===== config.mk =====
export PLATFORM = sky130hd
export DESIGN_NAME = issue_stage
export DESIGN_NICKNAME = d
export VERILOG_FILES = /design/src/logic/issue_pkg.sv /design/src/logic/priority_select.sv /design/src/logic/ready_scan.sv /design/src/logic/entry_read.sv /design/src/logic/issue_stage.sv
export VERILOG_INCLUDE_DIRS = /design/src /design/src/logic
export SDC_FILE = /design/constraint.sdc
export NUM_CORES = 1
export LEC_CHECK = 0
export BUFFER_PORTS_ARGS = -buffer_cell sky130_fd_sc_hd__buf_2
export CORE_AREA = 3 3 420 422
export CTS_CLUSTER_DIAMETER = 150
export CTS_CLUSTER_SIZE = 30
export DETAILED_ROUTE_END_ITERATION = 12
export DIE_AREA = 0 0 423 425
export GPL_ROUTABILITY_DRIVEN = 0
export PLACE_DENSITY_LB_ADDON = 0.15
export SLEW_MARGIN = 20
export SYNTH_ARGS = -nofsm -noshare
export SYNTH_HDL_FRONTEND = slang
export SYNTH_SLANG_ARGS = --single-unit

===== constraint.sdc =====
create_clock -name clock -period 4.8 [get_ports clock]
set_clock_uncertainty 0.05 [all_clocks]
set_input_delay 0.72 -clock clock [delete_from_list [all_inputs] [get_ports clock]]
set_output_delay 0.72 -clock clock [all_outputs]
set_load 0.05 [all_outputs]

===== src/logic/issue_macros.svh =====
`ifndef ISSUE_MACROS_SVH
`define ISSUE_MACROS_SVH

// reservation station depth and its index width
`define RS_SZ 8
`define RS_IDX_BITS 3

// physical register file
`define PHYS_REG_SZ 32
`define PHYS_IDX_BITS 5

// datapath word
`define DATA_BITS 32

// completion slots per cycle, one per common data bus lane
`define CDB_N 2

// functional unit counts
`define NUM_FU_ALU 2
`define NUM_FU_MULT 1

// completion unit vector holds alu units in the low bits, multipliers above
`define NUM_FU_TOTAL (`NUM_FU_ALU + `NUM_FU_MULT)

`endif


===== src/logic/issue_pkg.sv =====
`include "issue_macros.svh"

package issue_pkg;

    // physical register tag and data word
    typedef logic [`PHYS_IDX_BITS-1:0] phys_idx_t;
    typedef logic [`DATA_BITS-1:0] data_t;

    // unit class of a reservation station entry
    typedef enum logic {
        FU_ALU  = 1'b0,
        FU_MULT = 1'b1
    } fu_type_e;

    // single cycle alu operations
    typedef enum logic [3:0] {
        ALU_ADD, ALU_SUB, ALU_AND, ALU_OR,
        ALU_XOR, ALU_SLL, ALU_SRL, ALU_SRA,
        ALU_SLT, ALU_SLTU
    } alu_func_e;

    // multiplier operations, upper half of the result or not
    typedef enum logic [2-1:0] {
        MULT_MUL, MULT_MULH, MULT_MULHSU, MULT_MULHU
    } mult_func_e;

    // multiply op padded out to the width of the alu op
    typedef struct packed {
        logic [1:0] pad;
        mult_func_e op;
    } mult_func_pad_t;

    // one function word, read as alu or mult depending on fu_type
    typedef union packed {
        alu_func_e alu;
        mult_func_pad_t mult;
    } func_u;

    typedef struct packed {
        logic valid;
        fu_type_e fu_type;
        func_u func;
        phys_idx_t src1;
        logic src1_ready;
        phys_idx_t src2;
        logic src2_ready;
        phys_idx_t dest;
        data_t pc;
    } rs_entry_t;

    // one lane of the common data bus
    typedef struct packed {
        logic valid;
        phys_idx_t tag;
        data_t result;
    } cdb_reg_t;

    typedef struct packed {
        logic valid;
        alu_func_e func;
        phys_idx_t dest;
        data_t pc;
        data_t opa;
        data_t opb;
    } alu_packet_t;

    typedef struct packed {
        logic valid;
        mult_func_e func;
        phys_idx_t dest;
        data_t opa;
        data_t opb;
    } mult_packet_t;

endpackage


===== src/logic/priority_select.sv =====
`include "issue_macros.svh"

module priority_select #(
    parameter int WIDTH = `RS_SZ,
    parameter int REQS = `NUM_FU_ALU
) (
    input  logic [WIDTH-1:0] req,
    output logic [WIDTH-1:0] gnt,
    output logic [REQS-1:0][WIDTH-1:0] gnt_bus
);

    // requests not yet handed to an earlier row
    logic [WIDTH-1:0] remaining;

    always_comb begin
        remaining = req;
        gnt_bus = '0;
        for (int k = 0; k < REQS; k++) begin
            // isolate the lowest set bit of what is left
            gnt_bus[k] = remaining & (~remaining + 1'b1);
            remaining = remaining & ~gnt_bus[k];
        end
    end

    // rows are disjoint, so the OR is the full grant set
    always_comb begin
        gnt = '0;
        for (int k = 0; k < REQS; k++) begin
            gnt = gnt | gnt_bus[k];
        end
    end

endmodule


===== src/logic/ready_scan.sv =====
`include "issue_macros.svh"

module ready_scan (
    input  issue_pkg::rs_entry_t [`RS_SZ-1:0] rs_entries,
    output logic [`RS_SZ-1:0] alu_req,
    output logic [`RS_SZ-1:0] mult_req
);

    import issue_pkg::*;

    // entry holds an instruction whose operands are both available
    logic [`RS_SZ-1:0] entry_ready;

    for (genvar i = 0; i < `RS_SZ; i++) begin : g_scan
        assign entry_ready[i] = rs_entries[i].valid
                              && rs_entries[i].src1_ready
                              && rs_entries[i].src2_ready;

        // split by the class of unit the entry needs
        assign alu_req[i] = entry_ready[i] && (rs_entries[i].fu_type == FU_ALU);
        assign mult_req[i] = entry_ready[i] && (rs_entries[i].fu_type == FU_MULT);
    end

endmodule


===== src/logic/entry_read.sv =====
`include "issue_macros.svh"

module entry_read (
    input  logic [`RS_SZ-1:0] grant,
    input  issue_pkg::rs_entry_t [`RS_SZ-1:0] rs_entries,
    input  logic [`PHYS_REG_SZ-1:0] complete_list,
    input  issue_pkg::cdb_reg_t [`CDB_N-1:0] cdb,
    input  issue_pkg::data_t [1:0] rd_data,
    output issue_pkg::rs_entry_t entry,
    output issue_pkg::phys_idx_t [1:0] rd_idx,
    output issue_pkg::data_t opa,
    output issue_pkg::data_t opb
);

    import issue_pkg::*;

    logic [`RS_IDX_BITS-1:0] idx;
    phys_idx_t src1;
    phys_idx_t src2;

    // one-hot to binary, a zero grant reads entry 0
    always_comb begin
        idx = '0;
        for (int i = 0; i < `RS_SZ; i++) begin
            if (grant[i]) begin
                idx = i[`RS_IDX_BITS-1:0];
            end
        end
    end

    assign entry = rs_entries[idx];
    assign src1 = entry.src1;
    assign src2 = entry.src2;

    // register file ports see the source tags directly
    assign rd_idx[0] = src1;
    assign rd_idx[1] = src2;

    // committed value from the register file, else whatever the cdb carries
    function automatic data_t forward(phys_idx_t tag, data_t rf_word);
        data_t value;
        value = '0;
        if (complete_list[tag]) begin
            value = rf_word;
        end else begin
            // later lanes override earlier ones on a double match
            for (int j = 0; j < `CDB_N; j++) begin
                if (cdb[j].valid && (cdb[j].tag == tag)) begin
                    value = cdb[j].result;
                end
            end
        end
        return value;
    endfunction

    always_comb begin
        opa = forward(src1, rd_data[0]);
        opb = forward(src2, rd_data[1]);
    end

endmodule


===== src/logic/issue_stage.sv =====
`include "issue_macros.svh"

module issue_stage (
    input  logic clock,
    input  logic reset,
    input  issue_pkg::rs_entry_t [`RS_SZ-1:0] rs_entries,
    input  logic [`PHYS_REG_SZ-1:0] complete_list,
    input  issue_pkg::cdb_reg_t [`CDB_N-1:0] cdb,
    input  issue_pkg::data_t [`NUM_FU_ALU-1:0][1:0] alu_rd_data,
    input  issue_pkg::data_t [`NUM_FU_MULT-1:0][1:0] mult_rd_data,
    input  logic [`NUM_FU_MULT-1:0] mult_free,
    input  logic [`NUM_FU_MULT-1:0] mult_cdb_req,
    output issue_pkg::phys_idx_t [`NUM_FU_ALU-1:0][1:0] alu_rd_idx,
    output issue_pkg::phys_idx_t [`NUM_FU_MULT-1:0][1:0] mult_rd_idx,
    output issue_pkg::alu_packet_t [`NUM_FU_ALU-1:0] alu_packets,
    output issue_pkg::mult_packet_t [`NUM_FU_MULT-1:0] mult_packets,
    output logic [`RS_SZ-1:0] rs_issuing,
    output logic [`NUM_FU_MULT-1:0] mult_cdb_gnt,
    output logic [`CDB_N-1:0][`NUM_FU_TOTAL-1:0] complete_gnt
);

    import issue_pkg::*;

    localparam int COMP_W = `RS_SZ + `NUM_FU_MULT;

    logic [`RS_SZ-1:0] alu_req;
    logic [`RS_SZ-1:0] mult_req;

    // entry picks per unit slot, lowest rs index first
    logic [`NUM_FU_ALU-1:0][`RS_SZ-1:0] alu_inst_gnt_bus;
    logic [`NUM_FU_MULT-1:0][`RS_SZ-1:0] mult_inst_gnt_bus;
    // free multiplier picked for each mult slot
    logic [`NUM_FU_MULT-1:0][`NUM_FU_MULT-1:0] mult_fu_gnt_bus;

    // completion arbitration over alu entries and multiplier requests
    logic [COMP_W-1:0] comp_gnt;
    logic [`CDB_N-1:0][COMP_W-1:0] comp_gnt_bus;
    logic [`RS_SZ-1:0] rs_cdb_gnt;

    // grants that actually issue this cycle
    logic [`NUM_FU_ALU-1:0][`RS_SZ-1:0] alu_issue_gnt;
    logic [`NUM_FU_MULT-1:0][`RS_SZ-1:0] mult_issue_gnt;
    logic [`NUM_FU_ALU-1:0] alu_issued;
    logic [`NUM_FU_MULT-1:0] mult_issued;

    rs_entry_t [`NUM_FU_ALU-1:0] alu_entry;
    rs_entry_t [`NUM_FU_MULT-1:0] mult_entry;
    data_t [`NUM_FU_ALU-1:0] alu_opa, alu_opb;
    data_t [`NUM_FU_MULT-1:0] mult_opa, mult_opb;
    mult_packet_t [`NUM_FU_MULT-1:0] mult_slot_pkt;

    logic [`CDB_N-1:0][`NUM_FU_TOTAL-1:0] next_complete_gnt;

    ready_scan u_ready_scan (
        .rs_entries(rs_entries),
        .alu_req(alu_req),
        .mult_req(mult_req)
    );

    priority_select #(.WIDTH(`RS_SZ), .REQS(`NUM_FU_ALU)) u_alu_inst_sel (
        .req(alu_req),
        .gnt(),
        .gnt_bus(alu_inst_gnt_bus)
    );

    priority_select #(.WIDTH(`RS_SZ), .REQS(`NUM_FU_MULT)) u_mult_inst_sel (
        .req(mult_req),
        .gnt(),
        .gnt_bus(mult_inst_gnt_bus)
    );

    priority_select #(.WIDTH(`NUM_FU_MULT), .REQS(`NUM_FU_MULT)) u_mult_fu_sel (
        .req(mult_free),
        .gnt(),
        .gnt_bus(mult_fu_gnt_bus)
    );

    // alu candidates sit in the low bits so they win over multiplier requests
    priority_select #(.WIDTH(COMP_W), .REQS(`CDB_N)) u_comp_sel (
        .req({mult_cdb_req, alu_req}),
        .gnt(comp_gnt),
        .gnt_bus(comp_gnt_bus)
    );

    assign rs_cdb_gnt = comp_gnt[`RS_SZ-1:0];
    assign mult_cdb_gnt = comp_gnt[COMP_W-1:`RS_SZ];

    for (genvar i = 0; i < `NUM_FU_ALU; i++) begin : g_alu
        // needs both an alu slot and a completion slot
        assign alu_issue_gnt[i] = alu_inst_gnt_bus[i] & rs_cdb_gnt;
        assign alu_issued[i] = |alu_issue_gnt[i];

        entry_read u_entry_read (
            .grant(alu_issue_gnt[i]),
            .rs_entries(rs_entries),
            .complete_list(complete_list),
            .cdb(cdb),
            .rd_data(alu_rd_data[i]),
            .entry(alu_entry[i]),
            .rd_idx(alu_rd_idx[i]),
            .opa(alu_opa[i]),
            .opb(alu_opb[i])
        );

        always_comb begin
            alu_packets[i] = '0;
            if (alu_issued[i]) begin
                alu_packets[i].valid = 1'b1;
                alu_packets[i].func = alu_entry[i].func.alu;
                alu_packets[i].dest = alu_entry[i].dest;
                alu_packets[i].pc = alu_entry[i].pc;
                alu_packets[i].opa = alu_opa[i];
                alu_packets[i].opb = alu_opb[i];
            end
        end
    end

    for (genvar i = 0; i < `NUM_FU_MULT; i++) begin : g_mult
        // held back while no multiplier is free for this slot
        assign mult_issue_gnt[i] = (|mult_fu_gnt_bus[i]) ? mult_inst_gnt_bus[i] : '0;
        assign mult_issued[i] = |mult_issue_gnt[i];

        entry_read u_entry_read (
            .grant(mult_issue_gnt[i]),
            .rs_entries(rs_entries),
            .complete_list(complete_list),
            .cdb(cdb),
            .rd_data(mult_rd_data[i]),
            .entry(mult_entry[i]),
            .rd_idx(mult_rd_idx[i]),
            .opa(mult_opa[i]),
            .opb(mult_opb[i])
        );

        always_comb begin
            mult_slot_pkt[i] = '0;
            if (mult_issued[i]) begin
                mult_slot_pkt[i].valid = 1'b1;
                mult_slot_pkt[i].func = mult_entry[i].func.mult.op;
                mult_slot_pkt[i].dest = mult_entry[i].dest;
                mult_slot_pkt[i].opa = mult_opa[i];
                mult_slot_pkt[i].opb = mult_opb[i];
            end
        end
    end

    // steer each slot's packet to the multiplier it was granted
    always_comb begin
        mult_packets = '0;
        for (int u = 0; u < `NUM_FU_MULT; u++) begin
            for (int i = 0; i < `NUM_FU_MULT; i++) begin
                if (mult_fu_gnt_bus[i][u]) begin
                    mult_packets[u] = mult_slot_pkt[i];
                end
            end
        end
    end

    always_comb begin
        rs_issuing = '0;
        for (int i = 0; i < `NUM_FU_ALU; i++) begin
            rs_issuing = rs_issuing | alu_issue_gnt[i];
        end
        for (int i = 0; i < `NUM_FU_MULT; i++) begin
            rs_issuing = rs_issuing | mult_issue_gnt[i];
        end
    end

    // translate each completion row from rs/request space into unit space
    // an alu row only counts if that entry really issued on some alu
    always_comb begin
        next_complete_gnt = '0;
        for (int k = 0; k < `CDB_N; k++) begin
            for (int i = 0; i < `NUM_FU_ALU; i++) begin
                next_complete_gnt[k][i] = |(comp_gnt_bus[k][`RS_SZ-1:0] & alu_issue_gnt[i]);
            end
            for (int m = 0; m < `NUM_FU_MULT; m++) begin
                next_complete_gnt[k][`NUM_FU_ALU+m] = comp_gnt_bus[k][`RS_SZ+m];
            end
        end
    end

    // completion grants reach the cdb one cycle after issue
    always_ff @(posedge clock) begin
        if (reset) begin
            complete_gnt <= '0;
        end else begin
            complete_gnt <= next_complete_gnt;
        end
    end

endmodule


==> results.json, run 1 <==
{
  "status": "complete, but fails checks",
  "violations": "setup timing",
  "slew_violations": 0,
  "finalSetupViolCount": 255,
  "global_route.usage.total_pct": 20.7,
  "yosysWarnings": 0,
  "grt_pass1_vias": 32300,
  "crit_chain": "buf_2 -> nand4b_1 -> buf_4 -> nand4_1 -> a211oi_2 -> or3_4 -> buf_8 -> a221o_1 -> buf_4 -> or4_4 -> a22o_4 -> nor4_4 -> buf_12 -> buf_12 -> buf_8 -> buf_8 -> buf_4 -> a21oi_2 -> a211oi_4 -> buf_6",
  "hpwl_mm": 157,
  "end_kind": "output port",
  "cts.path.max_buffers": 2,
  "numCtsBuffers": 3,
  "finalNetCount": 5527,
  "synth-seq-cells": 6,
  "drive_above_1_share_pct": 56.4,
  "critPathMaxStageDelay_ps": 500,
  "die_h_um": 425,
  "min_path_type": "in -> reg",
  "rsz0062_at_grt": "yes",
  "synth_edf_count": 0,
  "critPathKind": "in -> out",
  "startpoint": "rs_entries[273]",
  "relSlewSlack_pct": 31.6,
  "power_density_nw_per_um2": 229,
  "cp-endpoint": "alu_packets[123]",
  "grt_first_pass_wirelength_mm": 267,
  "ys.flop_type": "dfxtp_1",
  "synth_cell_type_count": 93,
  "hold_viol_final": 0,
  "drt_wl_total_mm": 205,
  "path_clk_slew_ps": 40,
  "drc": 0,
  "core_sq_um": 173000,
  "largest_reg_flops": 6,
  "synth_cells": 3237,
  "cp.arrival_ps": 4950,
  "dpl_cell_area_sq_um": 35300,
  "slowest_stage": "or4_4",
  "portBuffers": 1072,
  "p_total_uw": 9920,
  "ctsRootBufferMaster": "clkbuf_16",
  "antenna_found_initial": 113,
  "hp-start": "reset",
  "timing.final.ws_setup_ps": -922,
  "syn_to_final_growth_pct": 132,
  "fp.dieArea_sq_um": 180000,
  "fp-row-count": 153,
  "reg_top3": "complete_gnt: 6 flops",
  "cts_tree": "yes",
  "final_area_sq_um": 43300,
  "max_cap_violations": 0,
  "num_vias": 33500,
  "die_x_um": 423,
  "synthArstFlopShare_pct": 0,
  "yosysSeqAreaShare_pct": 0.644,
  "viasPerCell": 4.67,
  "grt_max_degree": 165,
  "cts.htree.levels": 1,
  "p_leak_uw": 0.0176,
  "path_max_fanout": 10,
  "cts_sinks": 6,
  "post_drt_wl_per_cell_um": 28.6,
  "num_io_pins": 1073,
  "overflow": 0,
  "syn_area_sq_um": 18700,
  "tns_ps": -156650,
  "drtAntennaViolNets": 0,
  "drt_iter0_markers": 2658,
  "worst_pin_slew_ps": 1030,
  "clock.fmax_mhz": 175,
  "start_util_pct": 10.8,
  "cp_data_required_time_ps": 4030,
  "largest_register": "complete_gnt",
  "post-route-period-util_pct": 119,
  "vdd_drop_max_uv": 152,
  "startpoint_type": "input port",
  "finalCoreUtilization_pct": 25.0,
  "firstDrtPassIters": 6,
  "synth.avg_cell_area_sq_um": 5.76,
  "period_minus_slack_ps": 5720
}
==> cells by family (layout without fill, tap and decap cells) <==
family                     count (synthesis)  in the layout  synth area share, %
and+or+nand+nor                         1626           1626                 39.5
buffers and inverters                    401           1944                 9.20
DFF                                        6              6                0.644
adders and majority gates                  2              2                0.114
AOI/OAI and AO/OA                        883            883                 32.7
muxes                                    269            269                 15.5
xor gates and xnor gates                  49             49                 2.30
other                                      1             73               0.0201
==> critical path: cells and delay by family <==
kind            cells  cell delay (ps)
buf+inv            10             1550
simple gates        5             1660
compound gates      5             1000
==> through the flow <==
stage | setup slack [ps] | hold WS (ps) | cells
2_1_floorplan | -595 | 742 | 3238
3_3_place_gp | -1370 | 868 | 6831
3_5_place_dp | -1400 | 860 | 6831
4_1_cts | -903 | 622 | 7011
5_1_grt | -1080 | 631 | 7146
6_report | -922 | 622 | 7177
==> routing by layer <==
metal,wire (um),up-vias,track usage [%]
li1,-,14800,-
met1,84900,16800,26.1
met2,97600,1433,35.4
met3,13100,347,3.31
met4,9470,44,7.38
met5,297,-,0
==> worst min-delay path by stage <==
stage	end	slack [ps]	depth (start not counted)
CTS	complete_gnt[4]	620	2
floorplan	complete_gnt[0]	740	1
global placement	complete_gnt[0]	870	2
finish	complete_gnt[4]	620	2
detailed placement	complete_gnt[4]	860	2
global route	complete_gnt[4]	630	2
==> Yosys cell counts (7+ instances only) <==
cell	instances	area [sq um]
xor2_1	8	70.1
nor4_1	35	219
a41oi_1	32	280
nor2_1	215	807
a31o_2	44	385
a311oi_1	12	105
o21ai_1	8	40.0
and2_1	42	263
a22oi_1	14	105
o31ai_1	8	60.1
buf_6	8	90.1
inv_1	54	203
a21oi_1	295	1480
buf_4	14	105
nand2_1	823	3090
nor3_1	72	360
o221ai_1	14	123
xnor2_1	41	359
o21ai_0	50	250
o211ai_1	8	60.1
buf_2	70	350
nand3_1	289	1450
buf_1	20	75.1
and4_1	10	87.6
mux2_2	39	439
nand4_1	15	93.8
or3_1	7	43.8
mux2i_1	217	2170
clkbuf_1	227	852
nand4b_1	9	78.8
a211oi_1	166	1250
o22ai_1	32	200
and4b_1	8	80.1
and3_1	54	338
a31oi_1	77	482
mux4_2	12	270
a211oi_2	52	651
==> layout make-up <==
cell class | count | area (sq um)
inverter | 61 | 274
sequential | 6 | 120
fill | 19300 | 130000
multi-input combinational | 2831 | 22500
antenna | 71 | 178
clock buffer | 3 | 75.1
timing repair buffer | 1880 | 17300
tap | 2325 | 2910
==> timing repair <==
action	4_1_cts	5_1_grt
setup buffers	161	119
endpoints found under the hold margin	0	0
resized for setup	651	545
cloned	26	19
setup endpoints to repair	275	267
pin swaps	130	166
hold buffers	0	0
==> where the power goes <==
part	switching (uW)	internal, uW
registers	0.683	53.0
clock network	32.5	107
logic	5570	4160
==> cells in the final DEF (no fill, tap or decap), types with 48 or more instances in the layout <==
cell,n
nor2_2,55
a31oi_1,49
nand3_1,273
a21oi_1,197
buf_12,254
nand2_1,805
a211oi_4,190
diode_2,71
buf_2,820
inv_1,50
buf_6,258
mux2i_1,170
and3_1,48
nor2_4,53
buf_4,468
a21oi_2,74
nor2_1,108
(Power assumes the default switching activity.)
==> run 2, diff against run 1 <==
- CORE_AREA: 3 3 420 422 -> 3 3 422 424
- DIE_AREA: 0 0 423 425 -> 0 0 425 427
- REMOVE_ABC_BUFFERS: not set -> 1
- clock period: 4.8 -> 5.8 ns (I/O delays scaled with it)
==> run 2 against run 1 <==
Net effect:
- routed wire length up 5.4%
- total power decreased by 27%
- worst setup slack improved by 530 ps
- highest routed layer unchanged
- die area increased by 0.95%
- the flow still finishes with violations (setup timing)
- critical path depth rose by 5
- clock power hardly changed
- design area fell by 9.1%
- worst hold slack improved by 130 ps
- combinational power is 28% lower
==> results.json, run 2 (synthesis gave the netlist of run 1 again) <==
{
  "status": "complete, but fails checks",
  "violations": "setup timing",
  "overflow": 0,
  "dpl_cell_area_sq_um": 31900,
  "syn_to_final_growth_pct": 111,
  "ctsRootBufferMaster": "clkbuf_16",
  "cts.path.max_buffers": 2,
  "drtAntennaViolNets": 0,
  "hold_viol_final": 0,
  "cts_sinks": 6,
  "tns_ps": -44810,
  "slew_violations": 0,
  "post_drt_wl_per_cell_um": 30.4,
  "end_kind": "output port",
  "startpoint": "rs_entries[37]",
  "clock.fmax_mhz": 162,
  "numCtsBuffers": 3,
  "die_h_um": 427,
  "fp-row-count": 153,
  "global_route.usage.total_pct": 21.8,
  "hpwl_mm": 166,
  "holdWs_ps": 748,
  "drt_iter0_markers": 3133,
  "vdd_drop_max_uv": 90.7,
  "period_minus_slack_ps": 6190,
  "dpl.cell_count": 6808,
  "core_sq_um": 174000,
  "p_total_uw": 7220,
  "layout.cells.non_filler": 7116,
  "hp-start": "reset",
  "grt_pass1_vias": 32400,
  "timing.final.ws_setup_ps": -390,
  "cp.arrival_ps": 5270,
  "finalSetupViolCount": 191,
  "start_util_pct": 10.7,
  "critPathKind": "in -> out",
  "grt_first_pass_wirelength_mm": 279,
  "power_density_nw_per_um2": 183,
  "portBuffers": 1072,
  "worst_pin_slew_ps": 1170,
  "layout_common_cells": "858 x buf_2, 801 x nand2_1, 482 x buf_4, 277 x nand3_1, 262 x a21oi_1",
  "drt_wl_total_mm": 216,
  "reg_top3": "complete_gnt: 6 flops",
  "largest_register": "complete_gnt",
  "finalNetCount": 5468,
  "relSlewSlack_pct": 22.3,
  "largest_reg_flops": 6,
  "p_leak_uw": 0.0167,
  "num_io_pins": 1073,
  "antenna_found_initial": 135,
  "layout_commonest_cell": "buf_2",
  "drive_above_1_share_pct": 51.2,
  "nFillCells": 19800,
  "die_x_um": 425,
  "startpoint_type": "input port",
  "max_cap_violations": 0,
  "cp_data_required_time_ps": 4880,
  "final_area_sq_um": 39300,
  "firstDrtPassIters": 6,
  "path_max_fanout": 13,
  "cts.htree.levels": 1,
  "fp.dieArea_sq_um": 181000,
  "drc": 0,
  "viasPerCell": 4.78,
  "post-route-period-util_pct": 107,
  "grt_max_degree": 165,
  "cts_tree": "yes",
  "min_path_type": "in -> reg",
  "path_clk_slew_ps": 50,
  "hold_buffers": 0,
  "num_vias": 34000,
  "rsz0062_at_grt": "yes"
}
## run 2: cell count changes in the layout (fill, tap and decap cells not counted), moves of 17 or more
cell      delta
a21oi_4     -17
buf_6       -42
a21oi_2     -48
nor2_1      +89
buf_12      -52
a211oi_4   -143
nor2_2      -45
a211oi_2   +103
nor2_4      -43
a211oi_1    +40
a21oi_1     +65
buf_2       +38
## run 2: critical path: stages
cell and delay (ps):
buf_2 110, buf_4 130, and4b_2 280, buf_8 150, buf_4 150, nor2_1 240
nand2_1 90, a21oi_1 380, a222oi_1 200, buf_4 180, buf_4 110, a21boi_1 120
buf_4 170, buf_4 130, and2_1 180, a221oi_4 270, a211oi_4 80, nor4_4 340
buf_12 160, buf_12 110, buf_12 110, buf_12 150, a31oi_1 90, a211oi_1 200
buf_4 250
## run 2: cell type report
cell class | instances | area [sq um] | area share, %
Antenna cell | 69 | 173 | 0.439
Clock buffer | 3 | 75.1 | 0.191
Inverter | 61 | 245 | 0.623
Multi-Input combinational cell | 2833 | 20100 | 51.1
Sequential cell | 6 | 120 | 0.305
Tap cell | 2325 | 2910 | 7.39
Timing Repair Buffer | 1819 | 15700 | 40.0
## run 2: timing repair
action	4_1_cts	5_1_grt
gates resized for setup	651	380
pin swaps	176	119
endpoints found under the setup margin	193	201
buffers inserted	128	97
gates cloned	26	17
## run 2: final timing paths
| kind | endpoint | slack, ps | depth (start not counted) |
|---|---|---|---|
| worst min-delay path | complete_gnt[0] | 750 | 2 |
| worst max-delay path | alu_packets[112] | -390 | 25 |
## run 2: through the flow
stage	setup slack [ps]	utilization, %
finish	-390	22.6
floorplan	-13290	-
CTS	-315	21.0
global placement	-827	18.3
detailed placement	-776	18.3
global route	-470	22.5
## run 2: per-layer routing
| layer | share of wire [%] | global-route usage (%) | routed length [um] |
|---|---|---|---|
| met1 | 42 | 28.7 | 91500 |
| met2 | 46 | 35.3 | 99200 |
| met3 | 8.5 | 5.17 | 18400 |
| met4 | 3.2 | 6.32 | 7010 |
| met5 | 0.11 | 0 | 232 |
## run 2: where the power goes
| part | internal (uW) | switching [uW] |
|---|---|---|
| clock network | 91.0 | 51.6 |
| registers | 43.6 | 0.677 |
| logic | 2850 | 4180 |
| total | 2980 | 4240 |
